===== config.mk =====
export PLATFORM = sky130hd
export DESIGN_NAME = quant_result
export DESIGN_NICKNAME = d
export VERILOG_FILES = /design/src/quant_pkg.sv /design/src/quant_result.sv
export SDC_FILE = /design/constraint.sdc
export NUM_CORES = 1
export LEC_CHECK = 0
export BUFFER_PORTS_ARGS = -buffer_cell sky130_fd_sc_hd__buf_2
export CAP_MARGIN = 20
export CORE_ASPECT_RATIO = 2
export CORE_MARGIN = 10
export CORE_UTILIZATION = 58
export DETAILED_ROUTE_END_ITERATION = 7
export GPL_ROUTABILITY_DRIVEN = 0
export GPL_TIMING_DRIVEN = 0
export PLACE_DENSITY_LB_ADDON = 0.05
export SLEW_MARGIN = 20
export SYNTH_ARGS = -nofsm -noshare
export SYNTH_HDL_FRONTEND = slang
export SYNTH_SLANG_ARGS = --single-unit

===== constraint.sdc =====
create_clock -name clk -period 3.4 [get_ports clk]
set_input_delay 0.17 -clock clk [delete_from_list [all_inputs] [get_ports clk]]
set_output_delay 0.17 -clock clk [all_outputs]
set_load 0.05 [all_outputs]

===== src/quant_pkg.sv =====
// Register map and types for the 4x4 quantizer. Coefficients are 16-bit two's complement only.
package quant_pkg;

    // ------------------------------------------------------------------
    // Block geometry and quantizer limits
    // ------------------------------------------------------------------
    localparam int NUM_COEFF = 16;
    localparam int QFIX      = 17;
    localparam int MAX_LEVEL = 2047;

    // Zigzag scan, output position k takes raster index ZIGZAG[k]
    localparam int ZIGZAG [NUM_COEFF] = '{0, 1, 4, 8, 5, 2, 3, 6, 9, 12, 13, 10, 7, 11, 14, 15};

    // AXI4-Lite response codes
    localparam logic [1:0] RESP_OKAY   = 2'b00;
    localparam logic [1:0] RESP_SLVERR = 2'b10;

    // ------------------------------------------------------------------
    // Register map, byte offsets
    // ------------------------------------------------------------------
    localparam logic [7:0] ADDR_CTRL       = 8'h00;
    localparam logic [7:0] ADDR_STATUS     = 8'h04;
    localparam logic [7:0] ADDR_COEFF_BASE = 8'h10;
    localparam logic [7:0] ADDR_Q          = 8'h30;
    localparam logic [7:0] ADDR_IQ         = 8'h34;
    localparam logic [7:0] ADDR_SHARPEN    = 8'h38;
    localparam logic [7:0] ADDR_BIAS_DC    = 8'h3C;
    localparam logic [7:0] ADDR_BIAS_AC    = 8'h40;
    localparam logic [7:0] ADDR_ZTHR_DC    = 8'h44;
    localparam logic [7:0] ADDR_ZTHR_AC    = 8'h48;
    localparam logic [7:0] ADDR_LEVEL_BASE = 8'h80;
    localparam logic [7:0] ADDR_RECON_BASE = 8'hC0;

    typedef enum logic [3:0] {
        op_none,
        op_start,
        op_wr_coeff,
        op_wr_param,
        op_rd_param,
        op_rd_status,
        op_rd_level,
        op_rd_recon,
        op_bad
    } csr_op_e;

    // Single register access, addr is the word address
    typedef struct packed {
        logic        valid;
        logic        write;
        logic [29:0] addr;
        logic [31:0] wdata;
        logic [3:0]  strb;
    } reg_req_t;

    typedef struct packed {
        logic [31:0] rdata;
        logic        err;
    } reg_rsp_t;

    typedef struct packed {
        logic [15:0] q;
        logic [15:0] iq;
        logic [15:0] sharpen;
        logic [31:0] bias;
        logic [31:0] zthresh;
    } quant_param_t;

    // Sixteen two's complement values, index 0 in the low bits
    typedef logic [NUM_COEFF-1:0][15:0] coeff_block_t;

endpackage

===== src/quant_result.sv =====
// Result store for the last finished block; only the newest block is kept.
`timescale 1ns/1ps

module quant_result import quant_pkg::*; (
    input  logic         clk,
    input  logic         rst_n,
    input  logic         start_i,
    input  logic         valid_i,
    input  coeff_block_t level_i,
    input  coeff_block_t recon_i,
    input  csr_op_e      rd_sel_i,
    input  logic [2:0]   rd_index_i,
    output logic [31:0]  rd_data_o
);

    coeff_block_t level_zz;
    coeff_block_t level_q;
    coeff_block_t recon_q;
    logic         nz_q;
    logic         done_q;

    always_comb begin
        for (int k = 0; k < NUM_COEFF; k++) begin
            level_zz[k] = level_i[ZIGZAG[k]];
        end
    end

    // ------------------------------------------------------------------
    // Capture and status
    // ------------------------------------------------------------------
    always_ff @(posedge clk or negedge rst_n) begin
        if (!rst_n) begin
            level_q <= '0;
            recon_q <= '0;
            nz_q    <= 1'b0;
            done_q  <= 1'b0;
        end else begin
            // A new start wins over a block finishing in the same cycle
            if (start_i) begin
                done_q <= 1'b0;
            end else if (valid_i) begin
                done_q <= 1'b1;
            end
            if (valid_i) begin
                level_q <= level_zz;
                recon_q <= recon_i;
                nz_q    <= |level_i;
            end
        end
    end

    always_comb begin
        case (rd_sel_i)
            // done drops already in the start cycle
            op_rd_status: rd_data_o = {30'd0, nz_q, done_q && !start_i};
            op_rd_level:  rd_data_o = level_q[{rd_index_i, 1'b0} +: 2];
            op_rd_recon:  rd_data_o = recon_q[{rd_index_i, 1'b0} +: 2];
            default:      rd_data_o = '0;
        endcase
    end

endmodule


Word-level counts from Yosys, hierarchy flattened
Cells that the tools add are included.
{"block": "totals", "ff_bits": 514, "in_bits": 523, "out_inout_bits": 32, "wordCells": 76}
{"block": "op_classes", "eq_ne": 3, "shifts": 32, "muxes": 3, "reduce_logical": 4}
{"op": "variable part select 16 x 5 -> 2 bit", "count": 32}
{"op": "OR reduction 256 bit", "count": 1}
{"op": "case mux 32 bit (3 select lines)", "count": 1}
{"op": "equality test 4 x 3 -> 1 bit (second input constant)", "count": 3}
{"op": "2-to-1 mux 1 bit", "count": 2}
{"op": "nonzero test 2 bit", "count": 1}
{"op": "logical AND 1 bit", "count": 1}
{"op": "logical NOT 1 bit", "count": 1}

Longest topological paths before layout
{"block": "depth", "ltp_word": 3, "mapped_depth": 6, "mapped_depth_nobuf": 5}

Least setup slack after synthesis
Ideal clock, no wire load.
{"block": "synth_path", "path_type": "input to output", "startpoint": "input port rd_index_i[1]", "endpoint": "output port rd_data_o[11]", "arrival_ns": 1.788, "required_ns": 3.230, "path_slack_ns": 1.442, "stages": 5, "n_path_buf": 2, "cell_sequence": "buf_2 clkbuf_1 mux4_2 mux2i_1 o22ai_1"}
{"block": "synth_via", "elab_chain_cells": 2}
{"element": "from (decl)", "line_no": "quant_result.sv:12", "rtl": "input logic [2:0] rd_index_i,"}
{"element": "variable part select 16 x 5 -> 2 bit, on equally long branches", "line_no": "quant_result.sv:57, quant_result.sv:56"}
{"element": "case mux 32 bit (3 select lines) *", "line_no": "quant_result.sv:53", "rtl": "case (rd_sel_i)"}
{"element": "to (decl)", "line_no": "quant_result.sv:13", "rtl": "output logic [31:0] rd_data_o"}
Mark *: on every way between the ends. The rest lies on a longest branch, timed or not.

Final worst setup path
{"block": "layout_path", "startpoint": "input port rd_index_i[1]", "endpoint": "output port rd_data_o[20]"}
Same word-level chain as after synthesis.

==> impl_metrics.yaml <==
run_status:
  status: "complete, no violations"
synth:
  syn-cell-area_um2: 23430
  ys_types: 22
  synth_area_per_cell_um2: 16.21
  yosysWarnings: 0
  yosysSeqAreaShare_pct: 54.90
  synthCells: 1445
  ys_ff_latch: 514
  synth_nets: 1968
routing:
  drtPass1Iterations: 5
  vias: 20070
  drt-initial-drc-count: 1648
  routedWlPerCell_um: 34.19
  drc: 0
  drt_wl_total_um: 107700
  drtAntennaViolNets: 0
  vias_per_cell: 6.368
placed_design:
  hpwl_um: 72170
  dp.cells: 2531
  portBuffers: 551
  place_ws_ns: 0.4748
die:
  num_rows: 104
  core_region_area_um2: 40080
  ios: 555
  die-area_um2: 49320
  fp.dieW_um: 162.1
  die_y_um: 304.2
  start_util_pct: 58.45
layout:
  n_fill_cell: 1869
  nets: 3083
  area_growth_pct: 44.27
  final_cell_mix: "buf_2 (613), dfrtp_1 (514), mux2_2 (513), dlygate4sd3_1 (512), mux4_2 (128)"
  final_common_cell: "buf_2"
  drive_gt1_share_pct: 51.81
  final_cells: 3151
cts:
  clk_pin_slew_ns: 0.06
  cts_buffers: 45
  cts-root-buf: "clkbuf_16"
  postCtsSetupRepairBufs: 0
  clock_latency_ns: 0.57
  ctsResizeCount: 0
  cts_tree: "built"
  clockBufferDepth: 3
  cts.sinks: 514
  htree_levels: 2
hold_path:
  hold_path_class: "primary input to register"
sta:
  worst_slack_ns: 0.4540
  tightest_slew_ns: 1.292
  setup-tns-final_ns: 0
  finClkSkew_ns: 0
  clock.fmax_mhz: 339.4
  maxSlewViolCount: 0
  finalSetupViolations: 0
  finalCritPeriodShare_pct: 86.65
  relSlewSlack_pct: 13.17
  layout_min_cycle_time_ns: 2.946
  hold_viol_final: 0
  rsz0062_at_grt: "no"
global_routing:
  grt_overflow_total: 0
  antenna_found_initial: 26
  grt_max_degree: 103
  first_global_vias: 22860
  grt_pass1_wl_um: 155000
  track_usage_pct: 43.35
critical_path:
  worstPathArrival_ns: 2.78
  crit_type: "primary input to primary output"
  worst_path_largest_cell_delay_ns: 0.74
  critPathMostFrequentCell: "buf_2"
  startpoint_type: "primary input"
  worst_setup_path_end_kind: "primary output"
  cp_slowest_cell: "clkbuf_1"
  crit_path_cell_trace: "clkbuf_1 -> buf_2 -> mux4_2 -> mux2i_1 -> o22ai_1 -> buf_2"
  cp_data_required_time_ns: 3.23
  crit_fanout: 10
power:
  static-leakage-power_uw: 0.01482
  powerDensity_nw_per_um2: 466.2
  peakVddDrop_v: 0.0004816
job:
  timing.max_cap.violations: 0
==> path summary, 6_finish.rpt <==
path                               startpoint            end  slack [ns]  cells past startpoint
worst max-delay path            rd_index_i[1]  rd_data_o[20]        0.45                      6
worst min-delay path             level_i[242]   level_q[242]        0.08                      2
worst max register to register     level_q[6]     level_q[6]        2.55                      1
worst min register to register   level_q[195]   level_q[195]        0.50                      1
max in group asynchronous               rst_n   level_q[239]        1.36                      5
min in group asynchronous               rst_n    recon_q[82]        0.27                      2
==> repair_timing <==
item | CTS | global route
hold buffers | 512 | 0
hold endpoints to repair | 606 | 0
endpoints found under the setup margin | 0 | 0
==> layer usage <==
metal / routed length (um) / track usage, % / vias to the layer above
li1: - / - / 7812
met1: 32920 / 43.59 / 10060
met2: 52860 / 71.36 / 1607
met3: 9867 / 11.71 / 574
met4: 12030 / 39.45 / 10
met5: 65 / 0 / -
==> sequential cells by signal, summed over array words and instances (netlist names) <==
| register | flops |
|---|---|
| nz_q | 1 |
| done_q | 1 |
| level_q | 256 |
| recon_q | 256 |
==> Yosys cell counts <==
master / count / area (um2)
dfrtp_1: 514 / 12860
buf_2: 63 / 315.3
nand2_1: 2 / 7.510
nor4_1: 64 / 400.4
mux4_2: 128 / 2883
mux2i_1: 63 / 630.6
nand3b_1: 1 / 7.510
or4_1: 2 / 15.01
a22oi_1: 1 / 7.510
o22a_1: 1 / 8.760
nor2_1: 3 / 11.26
o21ai_0: 1 / 5.000
nor3_1: 2 / 10.01
o22ai_1: 32 / 200.2
clkbuf_1: 16 / 60.06
nor2b_1: 1 / 6.260
buf_1: 11 / 41.29
nand3_1: 2 / 10.01
buf_4: 8 / 60.06
nand4_1: 16 / 100.1
nor4b_1: 1 / 8.760
mux2_2: 513 / 5777
==> kinds of logic (layout without fill, tap and decap cells) <==
logic type	count (synthesis)	after routing	synth area share, %
AO/OA/AOI/OAI	35	35	0.9453
flip-flops	514	514	54.90
other	0	27	0
buffers and inverters	98	1247	2.035
multiplexers	704	704	39.65
AND/OR/NAND/NOR	94	94	2.462
==> stage by stage <==
step,total power [uW],util (%),instance area [um2],hold slack [ns]
CTS,15490,84.10,33710,0.003061
finish,15760,84.33,33800,0.07886
floorplan,8425,-,23430,-0.1256
detailed placement,9579,67.39,27010,0.2728
global route,16090,84.31,33790,0.02582
global placement,9452,66.99,26850,0.3779
==> final cells by class <==
| class | instances | area [um2] | share of cell area [%] |
|---|---|---|---|
| clock buffer | 69 | 1369 | 4.050 |
| antenna | 27 | 67.56 | 0.1999 |
| clock inverter | 12 | 205.2 | 0.6071 |
| timing repair buffer | 1068 | 8030 | 23.76 |
| buffer | 98 | 476.7 | 1.410 |
| multi-input combinational | 833 | 10130 | 29.96 |
| tap | 530 | 663.1 | 1.962 |
| sequential | 514 | 12860 | 38.05 |
==> critical path, delay by kind of cell <==
kind | cells | cell delay, ns
muxes | 2 | 0.78
AOI/OAI and AO/OA | 1 | 0.25
buffers and inverters | 3 | 1.56
==> report_power, final <==
group          switching (uW)  leakage (uW)  internal, uW
sequential                404       0.00601          6730
clock                    2430      0.000764          3170
combinational            1400       0.00804          1640
(Power assumes the default switching activity.)
