File: src/quant_pkg.sv
// Register map and types for the 4x4 quantizer. Coefficients are 16-bit two's complement only.
package quant_pkg;

    // ------------------------------------------------------------------
    // Block geometry and quantizer limits
    // ------------------------------------------------------------------
    localparam int NUM_COEFF = 16;
    localparam int QFIX      = 17;
    localparam int MAX_LEVEL = 2047;

    // Zigzag scan, output position k takes raster index ZIGZAG[k]
    localparam int ZIGZAG [NUM_COEFF] = '{0, 1, 4, 8, 5, 2, 3, 6, 9, 12, 13, 10, 7, 11, 14, 15};

    // AXI4-Lite response codes
    localparam logic [1:0] RESP_OKAY   = 2'b00;
    localparam logic [1:0] RESP_SLVERR = 2'b10;

    // ------------------------------------------------------------------
    // Register map, byte offsets
    // ------------------------------------------------------------------
    localparam logic [7:0] ADDR_CTRL       = 8'h00;
    localparam logic [7:0] ADDR_STATUS     = 8'h04;
    localparam logic [7:0] ADDR_COEFF_BASE = 8'h10;
    localparam logic [7:0] ADDR_Q          = 8'h30;
    localparam logic [7:0] ADDR_IQ         = 8'h34;
    localparam logic [7:0] ADDR_SHARPEN    = 8'h38;
    localparam logic [7:0] ADDR_BIAS_DC    = 8'h3C;
    localparam logic [7:0] ADDR_BIAS_AC    = 8'h40;
    localparam logic [7:0] ADDR_ZTHR_DC    = 8'h44;
    localparam logic [7:0] ADDR_ZTHR_AC    = 8'h48;
    localparam logic [7:0] ADDR_LEVEL_BASE = 8'h80;
    localparam logic [7:0] ADDR_RECON_BASE = 8'hC0;

    typedef enum logic [3:0] {
        op_none,
        op_start,
        op_wr_coeff,
        op_wr_param,
        op_rd_param,
        op_rd_status,
        op_rd_level,
        op_rd_recon,
        op_bad
    } csr_op_e;

    // Single register access, addr is the word address
    typedef struct packed {
        logic        valid;
        logic        write;
        logic [29:0] addr;
        logic [31:0] wdata;
        logic [3:0]  strb;
    } reg_req_t;

    typedef struct packed {
        logic [31:0] rdata;
        logic        err;
    } reg_rsp_t;

    typedef struct packed {
        logic [15:0] q;
        logic [15:0] iq;
        logic [15:0] sharpen;
        logic [31:0] bias;
        logic [31:0] zthresh;
    } quant_param_t;

    // Sixteen two's complement values, index 0 in the low bits
    typedef logic [NUM_COEFF-1:0][15:0] coeff_block_t;

endpackage
File: src/quant_csr_decode.sv
// Register file for the quantizer; parameters are shared by AC positions 1..15, CTRL reads 0.
`timescale 1ns/1ps

module quant_csr_decode import quant_pkg::*; (
    input  logic         clk,
    input  logic         rst_n,
    input  reg_req_t     req_i,
    output reg_rsp_t     rsp_o,
    // Read link to the result store
    output logic [2:0]   res_index_o,
    output csr_op_e      res_sel_o,
    input  logic [31:0]  res_data_i,
    // Block launch
    output logic         start_o,
    output coeff_block_t coeff_o,
    output quant_param_t dc_param_o,
    output quant_param_t ac_param_o
);

    csr_op_e      op;
    logic [7:0]   offset;
    logic [2:0]   coeff_word;
    logic [31:0]  param_rdata;
    logic [31:0]  wr_word;
    coeff_block_t coeff_q;
    quant_param_t dc_q;
    quant_param_t ac_q;

    function automatic logic [31:0] merge_strb(input logic [31:0] old_val,
                                               input logic [31:0] new_val,
                                               input logic [3:0]  strb);
        logic [31:0] res;
        for (int b = 0; b < 4; b++) begin
            res[8*b +: 8] = strb[b] ? new_val[8*b +: 8] : old_val[8*b +: 8];
        end
        return res;
    endfunction

    assign offset     = {req_i.addr[5:0], 2'b00};
    // Coefficient words start at word address 4
    assign coeff_word = req_i.addr[2:0] - 3'd4;

    // ------------------------------------------------------------------
    // Address decode
    // ------------------------------------------------------------------
    always_comb begin
        op = op_none;
        if (req_i.valid) begin
            op = op_bad;
            if (req_i.addr[29:6] == '0) begin
                case (offset) inside
                    ADDR_CTRL:   op = req_i.write ? op_start : op_rd_param;
                    ADDR_STATUS: op = req_i.write ? op_bad : op_rd_status;
                    [ADDR_COEFF_BASE:ADDR_COEFF_BASE + 8'h1C]:
                        op = req_i.write ? op_wr_coeff : op_rd_param;
                    [ADDR_Q:ADDR_ZTHR_AC]:
                        op = req_i.write ? op_wr_param : op_rd_param;
                    [ADDR_LEVEL_BASE:ADDR_LEVEL_BASE + 8'h1C]:
                        op = req_i.write ? op_bad : op_rd_level;
                    [ADDR_RECON_BASE:ADDR_RECON_BASE + 8'h1C]:
                        op = req_i.write ? op_bad : op_rd_recon;
                    default:     op = op_bad;
                endcase
            end
        end
    end

    // Current contents of the addressed word, also the base for strobed writes
    always_comb begin
        param_rdata = '0;
        case (offset) inside
            [ADDR_COEFF_BASE:ADDR_COEFF_BASE + 8'h1C]:
                param_rdata = coeff_q[{coeff_word, 1'b0} +: 2];
            ADDR_Q:       param_rdata = {ac_q.q, dc_q.q};
            ADDR_IQ:      param_rdata = {ac_q.iq, dc_q.iq};
            ADDR_SHARPEN: param_rdata = {ac_q.sharpen, dc_q.sharpen};
            ADDR_BIAS_DC: param_rdata = dc_q.bias;
            ADDR_BIAS_AC: param_rdata = ac_q.bias;
            ADDR_ZTHR_DC: param_rdata = dc_q.zthresh;
            ADDR_ZTHR_AC: param_rdata = ac_q.zthresh;
            default:      param_rdata = '0;
        endcase
    end

    assign wr_word = merge_strb(param_rdata, req_i.wdata, req_i.strb);

    always_ff @(posedge clk or negedge rst_n) begin
        if (!rst_n) begin
            start_o <= 1'b0;
            coeff_q <= '0;
            dc_q    <= '0;
            ac_q    <= '0;
        end else begin
            start_o <= (op == op_start) && req_i.strb[0] && req_i.wdata[0];
            if (op == op_wr_coeff) begin
                coeff_q[{coeff_word, 1'b0} +: 2] <= wr_word;
            end
            if (op == op_wr_param) begin
                case (offset)
                    ADDR_Q:       {ac_q.q, dc_q.q} <= wr_word;
                    ADDR_IQ:      {ac_q.iq, dc_q.iq} <= wr_word;
                    ADDR_SHARPEN: {ac_q.sharpen, dc_q.sharpen} <= wr_word;
                    ADDR_BIAS_DC: dc_q.bias <= wr_word;
                    ADDR_BIAS_AC: ac_q.bias <= wr_word;
                    ADDR_ZTHR_DC: dc_q.zthresh <= wr_word;
                    ADDR_ZTHR_AC: ac_q.zthresh <= wr_word;
                    default:      dc_q <= dc_q;
                endcase
            end
        end
    end

    assign res_index_o = req_i.addr[2:0];
    assign res_sel_o   = op;
    assign rsp_o.rdata = (op inside {op_rd_status, op_rd_level, op_rd_recon}) ?
                         res_data_i : param_rdata;
    assign rsp_o.err   = (op == op_bad);
    assign coeff_o     = coeff_q;
    assign dc_param_o  = dc_q;
    assign ac_param_o  = ac_q;

    // The bus slave cannot accept two writes on adjacent cycles
    a_start_single: assert property (@(posedge clk) disable iff (!rst_n)
        start_o |=> !start_o);

endmodule

File: config.mk
export PLATFORM = sky130hd
export DESIGN_NAME = quant_csr_decode
export DESIGN_NICKNAME = d
export VERILOG_FILES = /design/src/quant_pkg.sv /design/src/quant_csr_decode.sv
export SDC_FILE = /design/constraint.sdc
export NUM_CORES = 1
export LEC_CHECK = 0
export BUFFER_PORTS_ARGS = -buffer_cell sky130_fd_sc_hd__buf_2
export CORE_AREA = 2 2 245 247
export DETAILED_ROUTE_END_ITERATION = 8
export DIE_AREA = 0 0 247 249
export PLACE_DENSITY_LB_ADDON = 0.05
export SYNTH_ARGS = -nofsm -noshare
export SYNTH_HDL_FRONTEND = slang
export SYNTH_SLANG_ARGS = --single-unit
File: constraint.sdc
create_clock -name clk -period 2.3 [get_ports clk]
set_clock_uncertainty 0.15 [all_clocks]
set_input_delay 0.23 -clock clk [delete_from_list [all_inputs] [get_ports clk]]
set_output_delay 0.23 -clock clk [all_outputs]
set_load 0.005 [all_outputs]
== Word-level counts from Yosys, hierarchy flattened ==
Cells that the tools add are included.
Word-level totals
  RAM bits: 0
  bits in latches: 0
  memories: 0
  ROM bits: 0
  word-level logic and storage cells: 129
  bits in registers: 481
Cells by class
  muxes and demuxes: 28
  add/sub/neg operators: 2
  div/mod/pow operators: 0
  bitwise operators: 0
  eq/ne operators: 15
  $mul: 0
  $lt $le $gt $ge: 8
  reduce and logical (&&, ||, !) cells: 16
  shift-type cells: 33
Operator list (number)
  $mux W32: 9
  $bwmux W256: 1
  $shiftx A16 B5 Y2: 16
  $shiftx A2 B6 Y16: 16
  $mux W4: 11
  $mux W8: 4
  $eq A6 B4 Y1 const B: 4
  $logic_not A24 Y1: 1
  $eq A6 B5 Y1 const B: 3
  $ge A8 B8 Y1 const B: 2
  $le A8 B8 Y1 const B: 2
  $shift A2 B6 Y16 const A: 1
  $reduce_and A2 Y1: 7
  $eq A4 B3 Y1 const B: 3
  $mux W3: 3
  $eq A4 B2 Y1 const B: 2
  $ge A8 B5 Y1 const B: 1
  $ge A8 B6 Y1 const B: 1
  $le A8 B6 Y1 const B: 1
  $le A8 B7 Y1 const B: 1
  $logic_not A8 Y1: 1
  $eq A6 B1 Y1 const B: 1
  $logic_and A1 B1 Y1: 6
  $neg A4 Y6: 1
  other kinds (4): 4

== Longest topological paths before layout ==
  depth after elaboration: 13
  mapped depth: 13
  gate-level depth less buffers: 8

== Least setup slack after synthesis ==
Ideal clock, no wire load.
  path kind: input -> register
  start point: input req_i[37] (netlist bit)
  end point: register coeff_q (netlist bit coeff_o[32])
  buffers on the path: 4
  setup slack: -0.301 ns
  data arrival time: 2.320 ns
  stages on the path: 12
  path through: clkbuf_1 inv_1 ha_1 clkbuf_1 nor2_1 nor2_1 clkbuf_1 a211o_1 a211o_1 a21boi_0 buf_2 o21ai_0
On the way
  longest elaborated chain between the ends: 12
  elaborated cells between the ends (all ways): 46
  those cells by class: add/sub: 2; order compare: 8; eq/ne: 9; shift: 3; mux: 19; reduce/logical: 5
RTL lines
  start, declared: RTL line quant_csr_decode.sv:7  | input reg_req_t req_i,
  branches (longest 12 deep; another with $ge A8 B8 Y1)
  end signal, assigned by index: RTL line quant_csr_decode.sv:96  | coeff_q[{coeff_word, 1'b0} +: 2] <= wr_word;
  end, declared: RTL line quant_csr_decode.sv:25  | coeff_block_t coeff_q;
Several ways; the timed one is not identified.
A chain may end at the register's enable or synchronous reset.

==> out/results.tsv <==
metric	value	unit
status	complete, but fails checks	
failing checks	setup timing	
Clock power frac	46.0	%
placed insts	4045	
register area share after synthesis	51.5	%
Die ar.	61500	um^2
cell area after synthesis	23400	um^2
Placement Rows	89	
share of the synthesized area in the top cell type	51.5	%
NetSw	5140	uW
number of remaining DRC errors	0	
reg-to-reg setup timing slack	0.16	ns
Core Util, Final	58.4	%
clock sink count	481	
Rel. slew slack	55.7	%
Post-synth EDFFs	0	
Avg Inst Size Synth	9.31	um^2
Port Buf Inserts	622	
CTS Buf Count	55	
GRT overflow	0	
DRT iter0 DRCs	2476	
fin nets	3533	
height of the die	249	um
first-pass GRT wire length	162000	um
Max VDD drop	0.673	mV
ANT nets after route	0	
Setup Total Neg Slack	-7.61	ns
final hold vios	0	
CP Data Required Time	1.92	ns
prevailing post-synth register cell	dfrtp_1	
max_cap viols	0	
final cell count without fillers	4244	
Synth area leaders	dfrtp_1, mux2i_1, nand2_1, o21ai_0, a21oi_1	
share of layout cells above drive strength 1	39.9	%
Syn Nets	2616	
Setup-failing EPs final	32	
Clock Latency Late Sink	0.62	ns
Worst Hold Class	in -> async	
Leak	0.0173	uW
Fin Hold WS	0.0345	ns
fmax	383	MHz
Synth Warn #	0	
count leader, synth	dfrtp_1	
Gate power share	11.9	%
Die X	247	um
io pins	623	
RSZ-0062 raised after global routing	yes	
CTS clk-pin slew, worst paths	0.05	ns
DRT Wirelength	112000	um
ys async rst share	100	%
largest net degree at the start of global routing	71	
Final Max Slew Viols	0	
gpl congestion	0.936	
Yosys top cell by area	dfrtp_1	
Synth top cells by count	dfrtp_1, nand2_1, nor2_1	
Crit. End Element	output port	
PnR worst setup slack	-0.309	ns
HPWL after DPL	80400	um
crit path max fanout	17	
final worst-path cycle share	113	%
post-DR vias/cell	5.72	
clock root buffer	clkbuf_16	
CTS tree	built	
Post-Syn Instances	2508	
#FFs+latches synth	481	
pwr dens	586	nW/um^2
crit start category	input pin	
TritonRoute pass-1 iters	5	
Power Internal	14900	uW
Initial Util	39.8	%
crit path kind	in -> out	
via count	24300	
fillers	5172	
GRT Total Usage	35.5	%
critical path data arrival time	2.23	ns
Worst Tran Pin Value	0.659	ns
CTS max path bufs	3	
min Tclk post-route	2.61	ns
vias in the first global route	23400	
area delta synth->final	46.7	%
Clock H-tree levels	2	
Synth cell types	66	
Net Sw Frac	25.6	%
initial antenna violation count	7	
core area	58700	um^2
sequential share of power	42.1	%
Wirelength per Cell	26.4	um
## sequential cells by signal, indices dropped and copies added, names as in the netlist
register,cells
dc_param_o,112
coeff_o,256
start_o,1
ac_param_o,112
## worst max-delay path, stage by stage
cell and delay (ns):
buf_12 0.12, clkinv_8 0.04, ha_4 0.14, nor2b_4 0.34, bufbuf_16 0.38, a221oi_1 0.09
buf_4 0.18, o31ai_2 0.44, o2bb2ai_4 0.08, buf_2 0.14
## layer usage
layer / share of wire, % / vias up / global-route usage, %
met1: 43 / 12200 / 51.2
met3: 8.6 / 181 / 6.40
met5: 0.040 / - / 0
met4: 3.1 / 6 / 10.4
met2: 45 / 1154 / 54.3
li1: - / 10800 / -
## cells in the final DEF (no fill, tap or decap), types with 8 or more instances in the layout
| master | count |
|---|---|
| o2bb2ai_1 | 9 |
| inv_1 | 52 |
| buf_6 | 24 |
| o221ai_2 | 8 |
| a22oi_2 | 43 |
| a22oi_1 | 73 |
| and3_1 | 8 |
| a211oi_2 | 24 |
| a211o_1 | 43 |
| nand2b_1 | 20 |
| a21o_1 | 13 |
| nor3_1 | 43 |
| dfrtp_1 | 478 |
| clkbuf_8 | 8 |
| o31ai_2 | 13 |
| o2bb2ai_2 | 19 |
| a31o_2 | 9 |
| o21ai_0 | 233 |
| buf_4 | 322 |
| nor3_2 | 8 |
| a21oi_2 | 47 |
| nor2b_1 | 8 |
| clkbuf_16 | 61 |
| clkbuf_1 | 13 |
| nand2_1 | 335 |
| o21ai_1 | 51 |
| o31ai_1 | 13 |
| buf_2 | 617 |
| a21oi_1 | 199 |
| nand3_1 | 14 |
| o22ai_1 | 8 |
| a211oi_1 | 11 |
| a221oi_1 | 18 |
| dlygate4sd3_1 | 30 |
| mux2i_1 | 128 |
| buf_12 | 74 |
| nor2_1 | 238 |
## final timing paths
kind / start / end / cells after the start
max: req_i[36] / rsp_o[5] / 10
min in group clk: req_i[11] / coeff_o[7]$_DFFE_PN0P_ / 5
min reg2reg: coeff_o[234]$_DFFE_PN0P_ / coeff_o[234]$_DFFE_PN0P_ / 2
min: rst_n / coeff_o[177]$_DFFE_PN0P_ / 2
max reg2reg: ac_param_o[98]$_DFFE_PN0P_ / coeff_o[242]$_DFFE_PN0P_ / 9
max in group asynchronous: rst_n / coeff_o[245]$_DFFE_PN0P_ / 3
## metrics by stage
step | setup WS (ns) | instance area (um^2) | total power (uW)
final | -0.309 | 34200 | 20100
after global routing | -0.368 | 34200 | 20600
after CTS | -0.290 | 33500 | 20100
after detailed placement | -0.614 | 30400 | 10700
after global placement | -0.550 | 30400 | 10700
after floorplan | -0.0549 | 24000 | 9490
## final cells by class
| type | count | area (um^2) | area share, % |
|---|---|---|---|
| antenna | 5 | 12.5 | 0.0365 |
| sequential | 481 | 12000 | 35.2 |
| timing repair buffer | 1081 | 7870 | 23.0 |
| tap | 773 | 967 | 2.82 |
| clock inverter | 21 | 309 | 0.902 |
| clock buffer | 77 | 1560 | 4.56 |
| inverter | 56 | 235 | 0.687 |
| multi-input combinational | 1750 | 11300 | 32.9 |
## kinds of logic (layout without fill, tap and decap cells)
family	count (synthesis)	count (layout)	share of synthesized area, %
compound gates	867	867	23.3
simple gates	748	748	14.0
fa+ha+maj	6	6	0.321
mux	128	128	5.49
flops	481	481	51.5
buf+inv	277	1235	5.34
xor+xnor	1	1	0.0375
other cells	0	5	0
## power by group through the flow
| stage | combinational, uW | sequential, uW | clock, uW |
|---|---|---|---|
| CTS | 2260 | 8460 | 9330 |
| global placement | 2100 | 8620 | 0 |
| finish | 2390 | 8460 | 9230 |
| detailed placement | 2110 | 8620 | 0 |
| floorplan | 875 | 8620 | 0 |
| global route | 2520 | 8460 | 9640 |
## timing repair
| item | CTS | global route |
|---|---|---|
| hold endpoints to repair | 711 | 0 |
| resized for setup | 99 | 103 |
| endpoints found under the setup margin | 35 | 36 |
| setup buffers | 39 | 26 |
| gates cloned | 5 | 7 |
| hold buffers | 30 | 0 |
| pin swaps | 44 | 43 |
Note: power is estimated with default switching activity, not from simulation.
