$ cat config.mk
export PLATFORM = sky130hd
export DESIGN_NAME = quant_axil_slave
export DESIGN_NICKNAME = d
export VERILOG_FILES = /design/src/quant_pkg.sv /design/src/quant_axil_slave.sv
export SDC_FILE = /design/constraint.sdc
export NUM_CORES = 1
export LEC_CHECK = 0
export ABC_AREA = 0
export BUFFER_PORTS_ARGS = -buffer_cell sky130_fd_sc_hd__buf_2
export CAP_MARGIN = 20
export CORE_AREA = 3 3 95 97
export CTS_CLUSTER_SIZE = 12
export DETAILED_ROUTE_END_ITERATION = 8
export DIE_AREA = 0 0 98 100
export PLACE_DENSITY = 0.74
export SYNTH_ARGS = -nofsm -noshare
export SYNTH_HDL_FRONTEND = slang
export SYNTH_SLANG_ARGS = --single-unit
$ cat constraint.sdc
create_clock -name clk -period 5.4 [get_ports clk]
set_input_delay 0.54 -clock clk [delete_from_list [all_inputs] [get_ports clk]]
set_output_delay 0.54 -clock clk [all_outputs]
set_load 0.005 [all_outputs]
$ cat src/quant_pkg.sv
// Register map and types for the 4x4 quantizer. Coefficients are 16-bit two's complement only.
package quant_pkg;

    // ------------------------------------------------------------------
    // Block geometry and quantizer limits
    // ------------------------------------------------------------------
    localparam int NUM_COEFF = 16;
    localparam int QFIX      = 17;
    localparam int MAX_LEVEL = 2047;

    // Zigzag scan, output position k takes raster index ZIGZAG[k]
    localparam int ZIGZAG [NUM_COEFF] = '{0, 1, 4, 8, 5, 2, 3, 6, 9, 12, 13, 10, 7, 11, 14, 15};

    // AXI4-Lite response codes
    localparam logic [1:0] RESP_OKAY   = 2'b00;
    localparam logic [1:0] RESP_SLVERR = 2'b10;

    // ------------------------------------------------------------------
    // Register map, byte offsets
    // ------------------------------------------------------------------
    localparam logic [7:0] ADDR_CTRL       = 8'h00;
    localparam logic [7:0] ADDR_STATUS     = 8'h04;
    localparam logic [7:0] ADDR_COEFF_BASE = 8'h10;
    localparam logic [7:0] ADDR_Q          = 8'h30;
    localparam logic [7:0] ADDR_IQ         = 8'h34;
    localparam logic [7:0] ADDR_SHARPEN    = 8'h38;
    localparam logic [7:0] ADDR_BIAS_DC    = 8'h3C;
    localparam logic [7:0] ADDR_BIAS_AC    = 8'h40;
    localparam logic [7:0] ADDR_ZTHR_DC    = 8'h44;
    localparam logic [7:0] ADDR_ZTHR_AC    = 8'h48;
    localparam logic [7:0] ADDR_LEVEL_BASE = 8'h80;
    localparam logic [7:0] ADDR_RECON_BASE = 8'hC0;

    typedef enum logic [3:0] {
        op_none,
        op_start,
        op_wr_coeff,
        op_wr_param,
        op_rd_param,
        op_rd_status,
        op_rd_level,
        op_rd_recon,
        op_bad
    } csr_op_e;

    // Single register access, addr is the word address
    typedef struct packed {
        logic        valid;
        logic        write;
        logic [29:0] addr;
        logic [31:0] wdata;
        logic [3:0]  strb;
    } reg_req_t;

    typedef struct packed {
        logic [31:0] rdata;
        logic        err;
    } reg_rsp_t;

    typedef struct packed {
        logic [15:0] q;
        logic [15:0] iq;
        logic [15:0] sharpen;
        logic [31:0] bias;
        logic [31:0] zthresh;
    } quant_param_t;

    // Sixteen two's complement values, index 0 in the low bits
    typedef logic [NUM_COEFF-1:0][15:0] coeff_block_t;

endpackage
$ cat src/quant_axil_slave.sv
// AXI4-Lite slave, one outstanding read and one outstanding write; address bits 1:0 are ignored.
`timescale 1ns/1ps

module quant_axil_slave import quant_pkg::*; (
    input  logic        clk,
    input  logic        rst_n,
    // Write address and data
    input  logic        awvalid_i,
    output logic        awready_o,
    input  logic [31:0] awaddr_i,
    input  logic        wvalid_i,
    output logic        wready_o,
    input  logic [31:0] wdata_i,
    input  logic [3:0]  wstrb_i,
    // Write response
    output logic        bvalid_o,
    input  logic        bready_i,
    output logic [1:0]  bresp_o,
    // Read address and data
    input  logic        arvalid_i,
    output logic        arready_o,
    input  logic [31:0] araddr_i,
    output logic        rvalid_o,
    input  logic        rready_i,
    output logic [31:0] rdata_o,
    output logic [1:0]  rresp_o,
    // Register side
    output reg_req_t    req_o,
    input  reg_rsp_t    rsp_i
);

    logic wr_fire;
    logic rd_fire;

    // Address and data are taken together, and a write beats a read
    assign wr_fire   = awvalid_i && wvalid_i && !bvalid_o;
    assign rd_fire   = arvalid_i && !rvalid_o && !wr_fire;
    assign awready_o = wr_fire;
    assign wready_o  = wr_fire;
    assign arready_o = rd_fire;

    always_comb begin
        req_o = '0;
        if (wr_fire) begin
            req_o.valid = 1'b1;
            req_o.write = 1'b1;
            req_o.addr  = awaddr_i[31:2];
            req_o.wdata = wdata_i;
            req_o.strb  = wstrb_i;
        end else if (rd_fire) begin
            req_o.valid = 1'b1;
            req_o.addr  = araddr_i[31:2];
        end
    end

    // ------------------------------------------------------------------
    // Response channels
    // ------------------------------------------------------------------
    always_ff @(posedge clk or negedge rst_n) begin
        if (!rst_n) begin
            bvalid_o <= 1'b0;
            rvalid_o <= 1'b0;
        end else begin
            if (wr_fire) begin
                bvalid_o <= 1'b1;
            end else if (bready_i) begin
                bvalid_o <= 1'b0;
            end
            if (rd_fire) begin
                rvalid_o <= 1'b1;
            end else if (rready_i) begin
                rvalid_o <= 1'b0;
            end
        end
    end

    always_ff @(posedge clk) begin
        if (wr_fire) begin
            bresp_o <= rsp_i.err ? RESP_SLVERR : RESP_OKAY;
        end
        if (rd_fire) begin
            rdata_o <= rsp_i.rdata;
            rresp_o <= rsp_i.err ? RESP_SLVERR : RESP_OKAY;
        end
    end

    // Responses wait for the master, payload frozen meanwhile
    a_bvalid_hold: assert property (@(posedge clk) disable iff (!rst_n)
        bvalid_o && !bready_i |=> bvalid_o && $stable(bresp_o));
    a_rvalid_hold: assert property (@(posedge clk) disable iff (!rst_n)
        rvalid_o && !rready_i |=> rvalid_o && $stable(rdata_o) && $stable(rresp_o));

endmodule

## After elaboration in Yosys (flattened, before gate mapping)

Index checks and enable logic that the tools add are counted.

- Multiplexer cells: 11
- Reduce and logical (&&, ||, !) cells: 9

Operators with widths:

| cell | number |
|---|---|
| $mux W30 | 2 |
| $mux W36 | 1 |
| $mux W1 | 7 |
| $logic_and A1 B1 Y1 | 4 |
| $reduce_bool A2 Y1 | 2 |
| $logic_not A1 Y1 | 3 |
| $mux W2 | 1 |

- Output and inout port bits: 109
- Word-level logic and storage cells: 25
- Bits in registers: 38
- Bits of input ports: 140

## Depth between registers and ports, before layout

Gate-level depths: netlist (run 1).

- Depth in word-level cells: 6
- Mapped depth: 5

## Worst setup path before layout (run 1)

OpenSTA, ideal clock, no wires.

- Path type: input port to output port
- Start: input awvalid_i
- End: output arready_o
- Arrival time: 2.386 ns
- Data required time: 4.860 ns
- Cell stages on the path: 5
- Setup slack: 2.474 ns
- Path through: nand3b_4 inv_2 buf_6 buf_6 nor2_1

- Word-level cells in the longest chain between the ends: 4

Ends and longest elaborated chain:

| element | line | text |
|---|---|---|
| from (decl) | quant_axil_slave.sv:8 | `input logic awvalid_i,` |
| $logic_and A1 B1 Y1 (2 in a row) | quant_axil_slave.sv:36 | `assign wr_fire = awvalid_i && wvalid_i && !bvalid_o;` |
| net awready_o | quant_axil_slave.sv:9 | `output logic awready_o,` |
| $logic_not A1 Y1 | quant_axil_slave.sv:37 | `assign rd_fire = arvalid_i && !rvalid_o && !wr_fire;` |
| $logic_and A1 B1 Y1 | quant_axil_slave.sv:37 |  |
| to (decl) | quant_axil_slave.sv:21 | `output logic arready_o,` |

The timed path passes the listed nets, and every way through them passes these cells.

## Final worst setup path (run 1)

- Start: register bvalid_o
- End: output arready_o

- Word-level cells in the longest chain between the ends: 4

Ends and longest elaborated chain:

| element | line | text |
|---|---|---|
| from (decl) | quant_axil_slave.sv:16 | `output logic bvalid_o,` |
| from (signal assigned) | quant_axil_slave.sv:61 | `bvalid_o <= 1'b0;` |
| from (signal assigned) | quant_axil_slave.sv:65 | `bvalid_o <= 1'b1;` |
| from (signal assigned) | quant_axil_slave.sv:67 | `bvalid_o <= 1'b0;` |
| $logic_not A1 Y1 | quant_axil_slave.sv:36 |  |
| $logic_and A1 B1 Y1 | quant_axil_slave.sv:36 |  |
| $logic_not A1 Y1 | quant_axil_slave.sv:37 |  |
| $logic_and A1 B1 Y1 | quant_axil_slave.sv:37 |  |

No other way between the ends.

==> results of run 1 <==
## area by class of cell
| type | count | share of cell area, % |
|---|---|---|
| repair buffers | 244 | 36.1 |
| flip-flops and latches | 36 | 31.4 |
| multi-input cells | 105 | 25.0 |
| well taps | 105 | 3.86 |
| clock buffers | 5 | 2.02 |
| clock inverters | 3 | 1.25 |
| inverters | 3 | 0.331 |
## per-layer routing
| metal | track usage, % | vias up | part of all wire, % |
|---|---|---|---|
| li1 | - | 1089 | - |
| met1 | 14.5 | 1026 | 35 |
| met2 | 28.3 | 146 | 55 |
| met3 | 3.34 | 10 | 8.5 |
| met4 | 3.73 | 0 | 1.4 |
| met5 | 0 | - | 0 |
## cells in the mapped netlist, types with 2 or more instances
cell type | number | share of area [%]
dfrtp_1 | 2 | 2.4
and2_1 | 36 | 11
buf_2 | 9 | 2.2
inv_1 | 2 | 0.37
and4b_1 | 30 | 15
a31o_1 | 3 | 1.3
clkbuf_1 | 6 | 1.1
buf_6 | 2 | 1.1
buf_4 | 4 | 1.5
clkbuf_2 | 2 | 0.49
a31o_2 | 27 | 12
edfxtp_1 | 34 | 50
## worst max-delay path, cell delays in order, from the launching register on
cell and delay, ns:
dfrtp_1 0.86, nand3b_4 0.51, inv_2 0.32, nor2_2 0.68, buf_2 0.24
## final timing paths
check / from / slack [ns] / endpoint
max in group asynchronous: rst_n / 5.27 / bvalid_o
min reg2reg: rvalid_o / 0.59 / rvalid_o
max reg2reg: bvalid_o / 2.27 / rdata_o[12]
min in group clk: rsp_i[28] / 0.42 / rdata_o[27]
max: bvalid_o / 1.93 / arready_o
min: rst_n / 0.03 / rvalid_o
## cell families (layout without fill, tap and decap cells)
| group | count (synthesis) | count (layout) |
|---|---|---|
| other cells | 1 | 2 |
| flops | 36 | 36 |
| buf+inv | 26 | 255 |
| simple gates | 71 | 71 |
| compound gates | 32 | 32 |
## through the flow
stage | setup WS [ns] | hold slack [ns] | util (%) | cell area (sq um)
floorplan | 2.47 | 0.244 | - | 2060
global placement | 2.32 | 0.332 | 40.0 | 3280
detailed placement | 2.20 | 0.333 | 40.0 | 3280
CTS | 1.86 | 0.0227 | 41.3 | 3400
global route | 1.60 | 0.0216 | 41.5 | 3410
finish | 1.93 | 0.0303 | 41.5 | 3410
## registers in the layout, summed over array words and instances (netlist names)
| signal | cells |
|---|---|
| bresp_o | 1 |
| rvalid_o | 1 |
| rdata_o | 32 |
| bvalid_o | 1 |
| rresp_o | 1 |
## power breakdown
part / switching (mW) / internal [mW]
sequential: 0.0114 / 0.332
combinational: 0.0893 / 0.110
clock: 0.101 / 0.137
total: 0.202 / 0.579
==> results.sh, run 1 <==
export IMPL_synth_compound_area_share_pct=13.3
export IMPL_period_needed_ns=3.47
export IMPL_crit_fanout=42
export IMPL_synthAdderAreaFrac_pct=0
export IMPL_worst_setup_path_start_kind="flop"
export IMPL_slew_headroom_pct=47.9
export IMPL_layout_commonest_cell="buf_2"
export IMPL_power_density_nw_per_um2=229
export IMPL_cp_end_kind="output port"
export IMPL_final_cell_mix="242 x buf_2, 36 x and2_1, 34 x edfxtp_1, 30 x and4b_1, 27 x a31o_2"
export IMPL_dieArea_sq_um=9800
export IMPL_drtAntennaViolNets=0
export IMPL_finalHoldViolations=0
export IMPL_cts_root_buf="clkbuf_8"
export IMPL_grt_usage_pct=14.1
export IMPL_cp_arrival_ns=2.93
export IMPL_finalCritPeriodShare_pct=64.3
export IMPL_final_cell_count_no_fill=501
export IMPL_holdBufCountCts=0
export IMPL_drtPass1Iterations=4
export IMPL_synthSimpleGateAreaFrac_pct=27.5
export IMPL_p_leak_nw=1.88
export IMPL_synthMuxAreaShare_pct=0
export IMPL_die_h_um=100
export IMPL_die_width_um=98
export IMPL_synth_seq_area_share_pct=52.1
export IMPL_status="finished, final reports clean"
export IMPL_vias=2271
export IMPL_ys_flop_type="edfxtp_1"
export IMPL_grt_max_degree=43
export IMPL_async_flop_share_pct=5.56
export IMPL_peakVddDrop_uv=145
export IMPL_cts_buffer_depth=2
export IMPL_crit_type="reg2out"
export IMPL_syn_avg_cell_area_sq_um=12.4
export IMPL_numCtsBuffers=5
export IMPL_dpl_hpwl_um=5960
export IMPL_grt_pass1_wl_um=11300
export IMPL_fillers=803
export IMPL_required_ns=4.86
export IMPL_holdCritPathClass="in2async"
export IMPL_multiInputGateArea_sq_um=852
export IMPL_wl_per_cell_um=14.9
export IMPL_area_growth_pct=65.7
export IMPL_drv_slew=0
export IMPL_cts_setup_buffers=0
export IMPL_r2r_cells=4
export IMPL_place_congestion=0.741
export IMPL_synth_top_family_by_area="simple AND/OR/NAND/NOR gates"
export IMPL_place_inst=492
export IMPL_grt_ovfl_total=0
export IMPL_setup_viol=0
export IMPL_ys_seq_elements=36
export IMPL_setup_tns_final_ns=0
export IMPL_rsz0062_at_grt="no"
export IMPL_ys_warn_count=0
export IMPL_maxCapViolCount=0
export IMPL_grt_pass1_vias=2426
export IMPL_tightest_slew_ns=0.782
export IMPL_syn_area_sq_um=2060
export IMPL_detail_route_iter0_violations=39
export IMPL_io_pins=249
export IMPL_path_clk_slew_ns=0.07
export IMPL_antenna_found_initial=0
export IMPL_core_rowCount=33
export IMPL_cts_resized=0
export IMPL_routed_wl_um=7450
export IMPL_portBuffers=242
export IMPL_max_clock_freq_mhz=288
export IMPL_via_per_inst=4.53
export IMPL_drive_above_1_share_pct=71.5
export IMPL_drc_errors=0
export IMPL_n_antenna_cell=0
export IMPL_nets=535
export IMPL_synthCells=166
export IMPL_fin_worst_skew_ns=0.00357
export IMPL_seq_area_sq_um=1070
export IMPL_core_area_sq_um=8220
export IMPL_synth_xor_area_share_pct=0
export IMPL_clock_latency_ns=0.29
export IMPL_total_power_mw=0.781
export IMPL_cts_htree_levels=2
export IMPL_cts_sinks=36
export IMPL_yosys_cell_types_count=21
export IMPL_synth_edf_count=34
export IMPL_cts_tree="done"
export IMPL_floorplan_initialDensity_pct=25.0
Power figures use the tool's default switching activity.
==> run 2, diff against run 1 <==
--- a/config.mk
+++ b/config.mk
@@ -8,11 +8,11 @@
 export ABC_AREA = 0
 export BUFFER_PORTS_ARGS = -buffer_cell sky130_fd_sc_hd__buf_2
 export CAP_MARGIN = 20
-export CORE_AREA = 3 3 95 97
+export CORE_AREA = 3 3 96 98
 export CTS_CLUSTER_SIZE = 12
 export DETAILED_ROUTE_END_ITERATION = 8
-export DIE_AREA = 0 0 98 100
-export PLACE_DENSITY = 0.74
+export DIE_AREA = 0 0 99 101
+export PLACE_DENSITY = 0.73
 export SYNTH_ARGS = -nofsm -noshare
 export SYNTH_HDL_FRONTEND = slang
 export SYNTH_SLANG_ARGS = --single-unit
==> constraint.sdc (replaced) <==
create_clock -name clk -period 3.3 [get_ports clk]
set_input_delay 0.33 -clock clk [delete_from_list [all_inputs] [get_ports clk]]
set_output_delay 0.33 -clock clk [all_outputs]
set_load 0.005 [all_outputs]
==> run 2 against run 1 <==
Design area is 0.18% higher. Non-clock buffer count grew 3. Via count up 0.84%. Core utilization is 1.5 points lower. Die area rose by 2.0%. Sequential power increased by 61%. Clock-buffer cell count up 1. Register-to-register slack lost 1.1 ns. Clock power up 23%. Highest routed layer unchanged.
==> results.sh, run 2 (synthesis gave the netlist of run 1 again) <==
export IMPL_status="finished, final reports clean"
export IMPL_p_leak_nw=1.88
export IMPL_portBuffers=242
export IMPL_area_growth_pct=66.0
export IMPL_nets=538
export IMPL_core_rowCount=34
export IMPL_critical_path_most_common_cell="buf_2"
export IMPL_max_clock_freq_mhz=412
export IMPL_slew_headroom_pct=64.0
export IMPL_routed_wl_um=7010
export IMPL_path_cells="buf_2 -> nand3b_4 -> inv_2 -> nor2_4 -> buf_2"
export IMPL_period_needed_ns=2.43
export IMPL_drtPass1Iterations=4
export IMPL_cts_root_buf="clkbuf_8"
export IMPL_die_h_um=101
export IMPL_die_width_um=99
export IMPL_maxCapViolCount=0
export IMPL_holdCritPathClass="in2reg"
export IMPL_peakVddDrop_uv=312
export IMPL_grt_pass1_wl_um=10100
export IMPL_numCtsBuffers=5
export IMPL_setup_tns_final_ns=0
export IMPL_power_density_nw_per_um2=347
export IMPL_busiest_layer="met2"
export IMPL_cts_htree_levels=2
export IMPL_drive_above_1_share_pct=70.9
export IMPL_grt_ovfl_total=0
export IMPL_fin_ws_ns=0.871
export IMPL_dpl_hpwl_um=5670
export IMPL_finalHoldViolations=0
export IMPL_rsz0062_at_grt="no"
export IMPL_grt_pass1_vias=2100
export IMPL_required_ns=2.97
export IMPL_finalCritPeriodShare_pct=73.6
export IMPL_cts_sinks=36
export IMPL_layout_commonest_cell="buf_2"
export IMPL_grt_usage_pct=12.3
export IMPL_tightest_slew_ns=0.538
export IMPL_grt_use_met3_pct=3.53
export IMPL_critical_path_max_stage_delay_ns=0.54
export IMPL_drc_errors=0
export IMPL_largest_reg_flops=32
export IMPL_crit_fanout=42
export IMPL_via_per_inst=4.52
export IMPL_path_clk_slew_ns=0.07
export IMPL_regMostFlops="rdata_o"
export IMPL_final_cell_mix="242 x buf_2, 36 x and2_1, 34 x edfxtp_1, 30 x and4b_1, 27 x a31o_2"
export IMPL_cp_end_kind="output port"
export IMPL_core_area_sq_um=8550
export IMPL_worst_setup_path_start_kind="input port"
export IMPL_cts_resized=0
export IMPL_floorplan_initialDensity_pct=24.0
export IMPL_setup_viol=0
export IMPL_detail_route_iter0_violations=49
export IMPL_cts_tree="done"
export IMPL_cp_slowest_cell="inv_2"
export IMPL_wl_per_cell_um=13.8
export IMPL_pre_cts_slack_ns=0.815
export IMPL_io_pins=249
export IMPL_dieArea_sq_um=10000
export IMPL_place_congestion=0.743
export IMPL_cts_buffer_depth=2
export IMPL_cp_arrival_ns=2.10
export IMPL_fin_worst_skew_ns=0.00747
export IMPL_grt_max_degree=43
export IMPL_vias=2290
export IMPL_clock_latency_ns=0.28
export IMPL_drtAntennaViolNets=0
export IMPL_antenna_found_initial=0
export IMPL_use_met1_pct=14.0
export IMPL_n_antenna_cell=0
export IMPL_use_met2_pct=22.5
export IMPL_crit_type="in2out"
export IMPL_drv_slew=0
[run 2: changes by cell type in the layout (fill, tap and decap cells not counted)]
cell	delta
clkinv_1	+1
clkinv_2	-1
bufinv_16	-1
clkbuf_1	+1
nor2_4	+1
buf_4	+2
dlygate4sd3_1	+1
nor2_2	-1
[run 2: report_power, final]
group | leakage (nW) | switching, mW | internal (mW)
Sequential | 0.344 | 0.00971 | 0.544
Combinational | 1.49 | 0.155 | 0.185
Clock | 0.0388 | 0.146 | 0.146
Total | 1.88 | 0.310 | 0.875
[run 2: per-stage QoR]
step / cells / area (sq um) / total power [mW] / hold slack (ns) / util, %
2_1_floorplan: 167 / 2060 / 0.720 / 0.0344 / -
3_3_place_gp: 497 / 3310 / 0.891 / 0.115 / 38.7
3_5_place_dp: 497 / 3310 / 0.902 / 0.118 / 38.7
4_1_cts: 506 / 3400 / 1.20 / 0.207 / 39.8
5_1_grt: 507 / 3410 / 1.26 / 0.201 / 39.9
6_report: 507 / 3410 / 1.18 / 0.219 / 39.9
[run 2: critical path: cells and delay by family]
kind / cells / cell delay, ns
buffers and inverters: 3 / 1.10
and+or+nand+nor: 2 / 0.65
[run 2: area by class of cell]
cell class,count,area [sq um]
flip-flops and latches,36,1070
clock buffers,6,72.6
well taps,108,135
clock inverters,2,11.3
inverters,3,11.3
multi-input cells,105,857
fillers,865,5140
repair buffers,247,1250
[run 2: layer usage]
layer	part of all wire, %	up-vias
li1	-	1093
met1	36	1055
met2	53	132
met3	9.7	10
met4	0.90	0
met5	0	-
[run 2: final timing paths]
kind / end / depth (start not counted) / slack (ns) / from
max reg2reg: rdata_o[21] / 4 / 1.13 / bvalid_o
min in group asynchronous: rvalid_o / 2 / 0.38 / rst_n
min reg2reg: rvalid_o / 2 / 0.59 / rvalid_o
min: rdata_o[1] / 1 / 0.22 / rsp_i[2]
max in group asynchronous: bvalid_o / 2 / 2.83 / rst_n
max: arready_o / 5 / 0.87 / wvalid_i
[run 2: repair_timing]
action	CTS	global route
endpoints found under the hold margin	2	0
hold buffers	1	0
buffers inserted	0	0
==> run 3, diff against run 2 <==
--- a/config.mk
+++ b/config.mk
@@ -8,11 +8,11 @@
 export ABC_AREA = 0
 export BUFFER_PORTS_ARGS = -buffer_cell sky130_fd_sc_hd__buf_2
 export CAP_MARGIN = 20
-export CORE_AREA = 3 3 96 98
+export CORE_AREA = 3 3 95 97
 export CTS_CLUSTER_SIZE = 12
 export DETAILED_ROUTE_END_ITERATION = 8
-export DIE_AREA = 0 0 99 101
-export PLACE_DENSITY = 0.73
+export DIE_AREA = 0 0 98 100
+export PLACE_DENSITY = 0.77
 export SYNTH_ARGS = -nofsm -noshare
 export SYNTH_HDL_FRONTEND = slang
 export SYNTH_SLANG_ARGS = --single-unit
==> constraint.sdc (replaced) <==
create_clock -name clk -period 2.06 [get_ports clk]
set_input_delay 0.206 -clock clk [delete_from_list [all_inputs] [get_ports clk]]
set_output_delay 0.206 -clock clk [all_outputs]
set_load 0.005 [all_outputs]
==> run 3 against run 2 <==
First-iteration DRC count shrank 10%. Die area shrank 2.0%. Worst setup slack lost 0.58 ns. Critical path depth is the same. Via count shrank 1.0%. Sequential cell count is the same. Cell count shrank 0.39%. Register-to-register slack lost 0.38 ns. Sequential power grew 60%.
==> results.sh, run 3 (synthesis gave the netlist of run 1 again) <==
export IMPL_drtPass1Iterations=4
export IMPL_status="finished, final reports clean"
export IMPL_layout_commonest_cell="buf_2"
export IMPL_vias=2267
export IMPL_timing_rr_start="rvalid_o"
export IMPL_cts_sinks=36
export IMPL_required_ns=1.85
export IMPL_grt_pass1_vias=2231
export IMPL_m1WireLength_um=2610
export IMPL_cts_htree_levels=2
export IMPL_hold_start="rsp_i[26]"
export IMPL_whs_path_depth=1
export IMPL_final_cell_count_no_fill=505
export IMPL_cp_end_kind="output port"
export IMPL_grt_pass1_wl_um=10900
export IMPL_crit_fanout=40
export IMPL_die_h_um=100
export IMPL_drc_errors=0
export IMPL_fillers=819
export IMPL_period_needed_ns=1.77
export IMPL_antenna_found_initial=1
export IMPL_floorplan_initialDensity_pct=25.0
export IMPL_finalHoldViolations=0
export IMPL_crit_type="reg2out"
export IMPL_min_to="rdata_o[25]"
export IMPL_drtAntennaViolNets=0
export IMPL_top_layer="met5"
export IMPL_io_pins=249
export IMPL_r2r_end="rdata_o[18]"
export IMPL_grt_usage_pct=13.8
export IMPL_regMostFlops="rdata_o"
export IMPL_routed_wl_um=7360
export IMPL_cp_arrival_ns=1.56
export IMPL_power_density_nw_per_um2=565
export IMPL_grt_ovfl_total=0
export IMPL_numCtsBuffers=5
export IMPL_grt_max_degree=41
export IMPL_setup_tns_final_ns=0
export IMPL_worst_setup_path_start_kind="flop"
export IMPL_drive_above_1_share_pct=71.5
export IMPL_area_growth_pct=67.4
export IMPL_maxCapViolCount=0
export IMPL_cts_resized=0
export IMPL_detail_route_iter0_violations=44
export IMPL_route_met2_wl_um=3850
export IMPL_path_clk_slew_ns=0.09
export IMPL_dpl_hpwl_um=5960
export IMPL_cts_tree="done"
export IMPL_dr_wl_met3_um=789
export IMPL_dieArea_sq_um=9800
export IMPL_r2r_slack_ns=0.75
export IMPL_via_per_inst=4.49
export IMPL_nets=539
export IMPL_cts_buffer_depth=2
export IMPL_max_clock_freq_mhz=566
export IMPL_fin_worst_skew_ns=0.0137
export IMPL_cts_root_buf="clkbuf_8"
export IMPL_place_congestion=0.697
export IMPL_final_cell_mix="242 x buf_2, 36 x and2_1, 34 x edfxtp_1, 30 x and4b_1, 27 x a31o_2"
export IMPL_setup_viol=0
export IMPL_n_antenna_cell=0
export IMPL_finalCritPeriodShare_pct=85.8
export IMPL_die_width_um=98
export IMPL_core_area_sq_um=8220
export IMPL_place_inst=496
export IMPL_portBuffers=242
export IMPL_rsz0062_at_grt="no"
export IMPL_peakVddDrop_uv=497
export IMPL_wl_per_cell_um=14.6
export IMPL_drv_slew=0
export IMPL_clock_latency_ns=0.29
export IMPL_largest_reg_flops=32
export IMPL_holdCritPathClass="in2reg"
export IMPL_p_leak_nw=1.90
export IMPL_core_rowCount=33
export IMPL_r2r_cells=3
-- run 3: final cells by class --
class | instances | area (sq um) | share of cell area [%]
clock buffers | 5 | 68.8 | 2.00
clock inverters | 3 | 18.8 | 0.545
inverters | 3 | 11.3 | 0.327
multi-input cells | 105 | 857 | 24.9
flip-flops and latches | 36 | 1070 | 31.1
well taps | 105 | 131 | 3.82
repair buffers | 248 | 1280 | 37.3
-- run 3: how the worst max path moves through the flow --
stage / startpoint / endpoint / slack [ns] / cells past startpoint
2_1_floorplan: bvalid_o / rdata_o[0] / 0.27 / 5
3_3_place_gp: awvalid_i / req_o[18] / 0.47 / 6
3_5_place_dp: awvalid_i / req_o[18] / 0.43 / 6
4_1_cts: bvalid_o / req_o[18] / 0.27 / 5
5_1_grt: bvalid_o / req_o[25] / 0.17 / 5
6_report: bvalid_o / req_o[27] / 0.29 / 5
-- run 3: timing repair --
action	in CTS	in global routing
hold buffers	1	0
buffers inserted	0	0
hold endpoints to repair	2	0
-- run 3: metrics by stage --
| stage | area (sq um) | power, mW | hold slack, ns | util [%] | setup slack, ns |
|---|---|---|---|---|---|
| 3_5_place_dp | 3340 | 1.46 | 0.00520 | 40.7 | 0.435 |
| 6_report | 3440 | 1.94 | 0.0846 | 41.9 | 0.293 |
| 4_1_cts | 3440 | 1.98 | 0.0690 | 41.9 | 0.273 |
| 2_1_floorplan | 2070 | 1.15 | -0.0896 | - | 0.270 |
| 3_3_place_gp | 3340 | 1.45 | -0.00300 | 40.7 | 0.466 |
| 5_1_grt | 3440 | 2.07 | 0.0639 | 41.9 | 0.169 |
-- run 3: report_power, final --
group,total (mW),switching [mW],leakage (nW),internal [mW]
clock,0.501,0.265,0.0479,0.236
combinational,0.556,0.249,1.50,0.306
sequential,0.886,0.0160,0.344,0.870
-- run 3: critical path, cell delays in order, from the launching register on --
cell	delay [ns]
dfrtp_1	0.39
nand3b_4	0.16
inv_2	0.11
buf_4	0.29
and2_1	0.20
buf_2	0.12
-- run 3: per-layer routing --
metal / GRT usage, % / vias to the layer above
li1: - / 1094
met1: 15.6 / 1031
met2: 24.8 / 130
met3: 4.66 / 10
met4: 3.62 / 2
met5: 0 / -
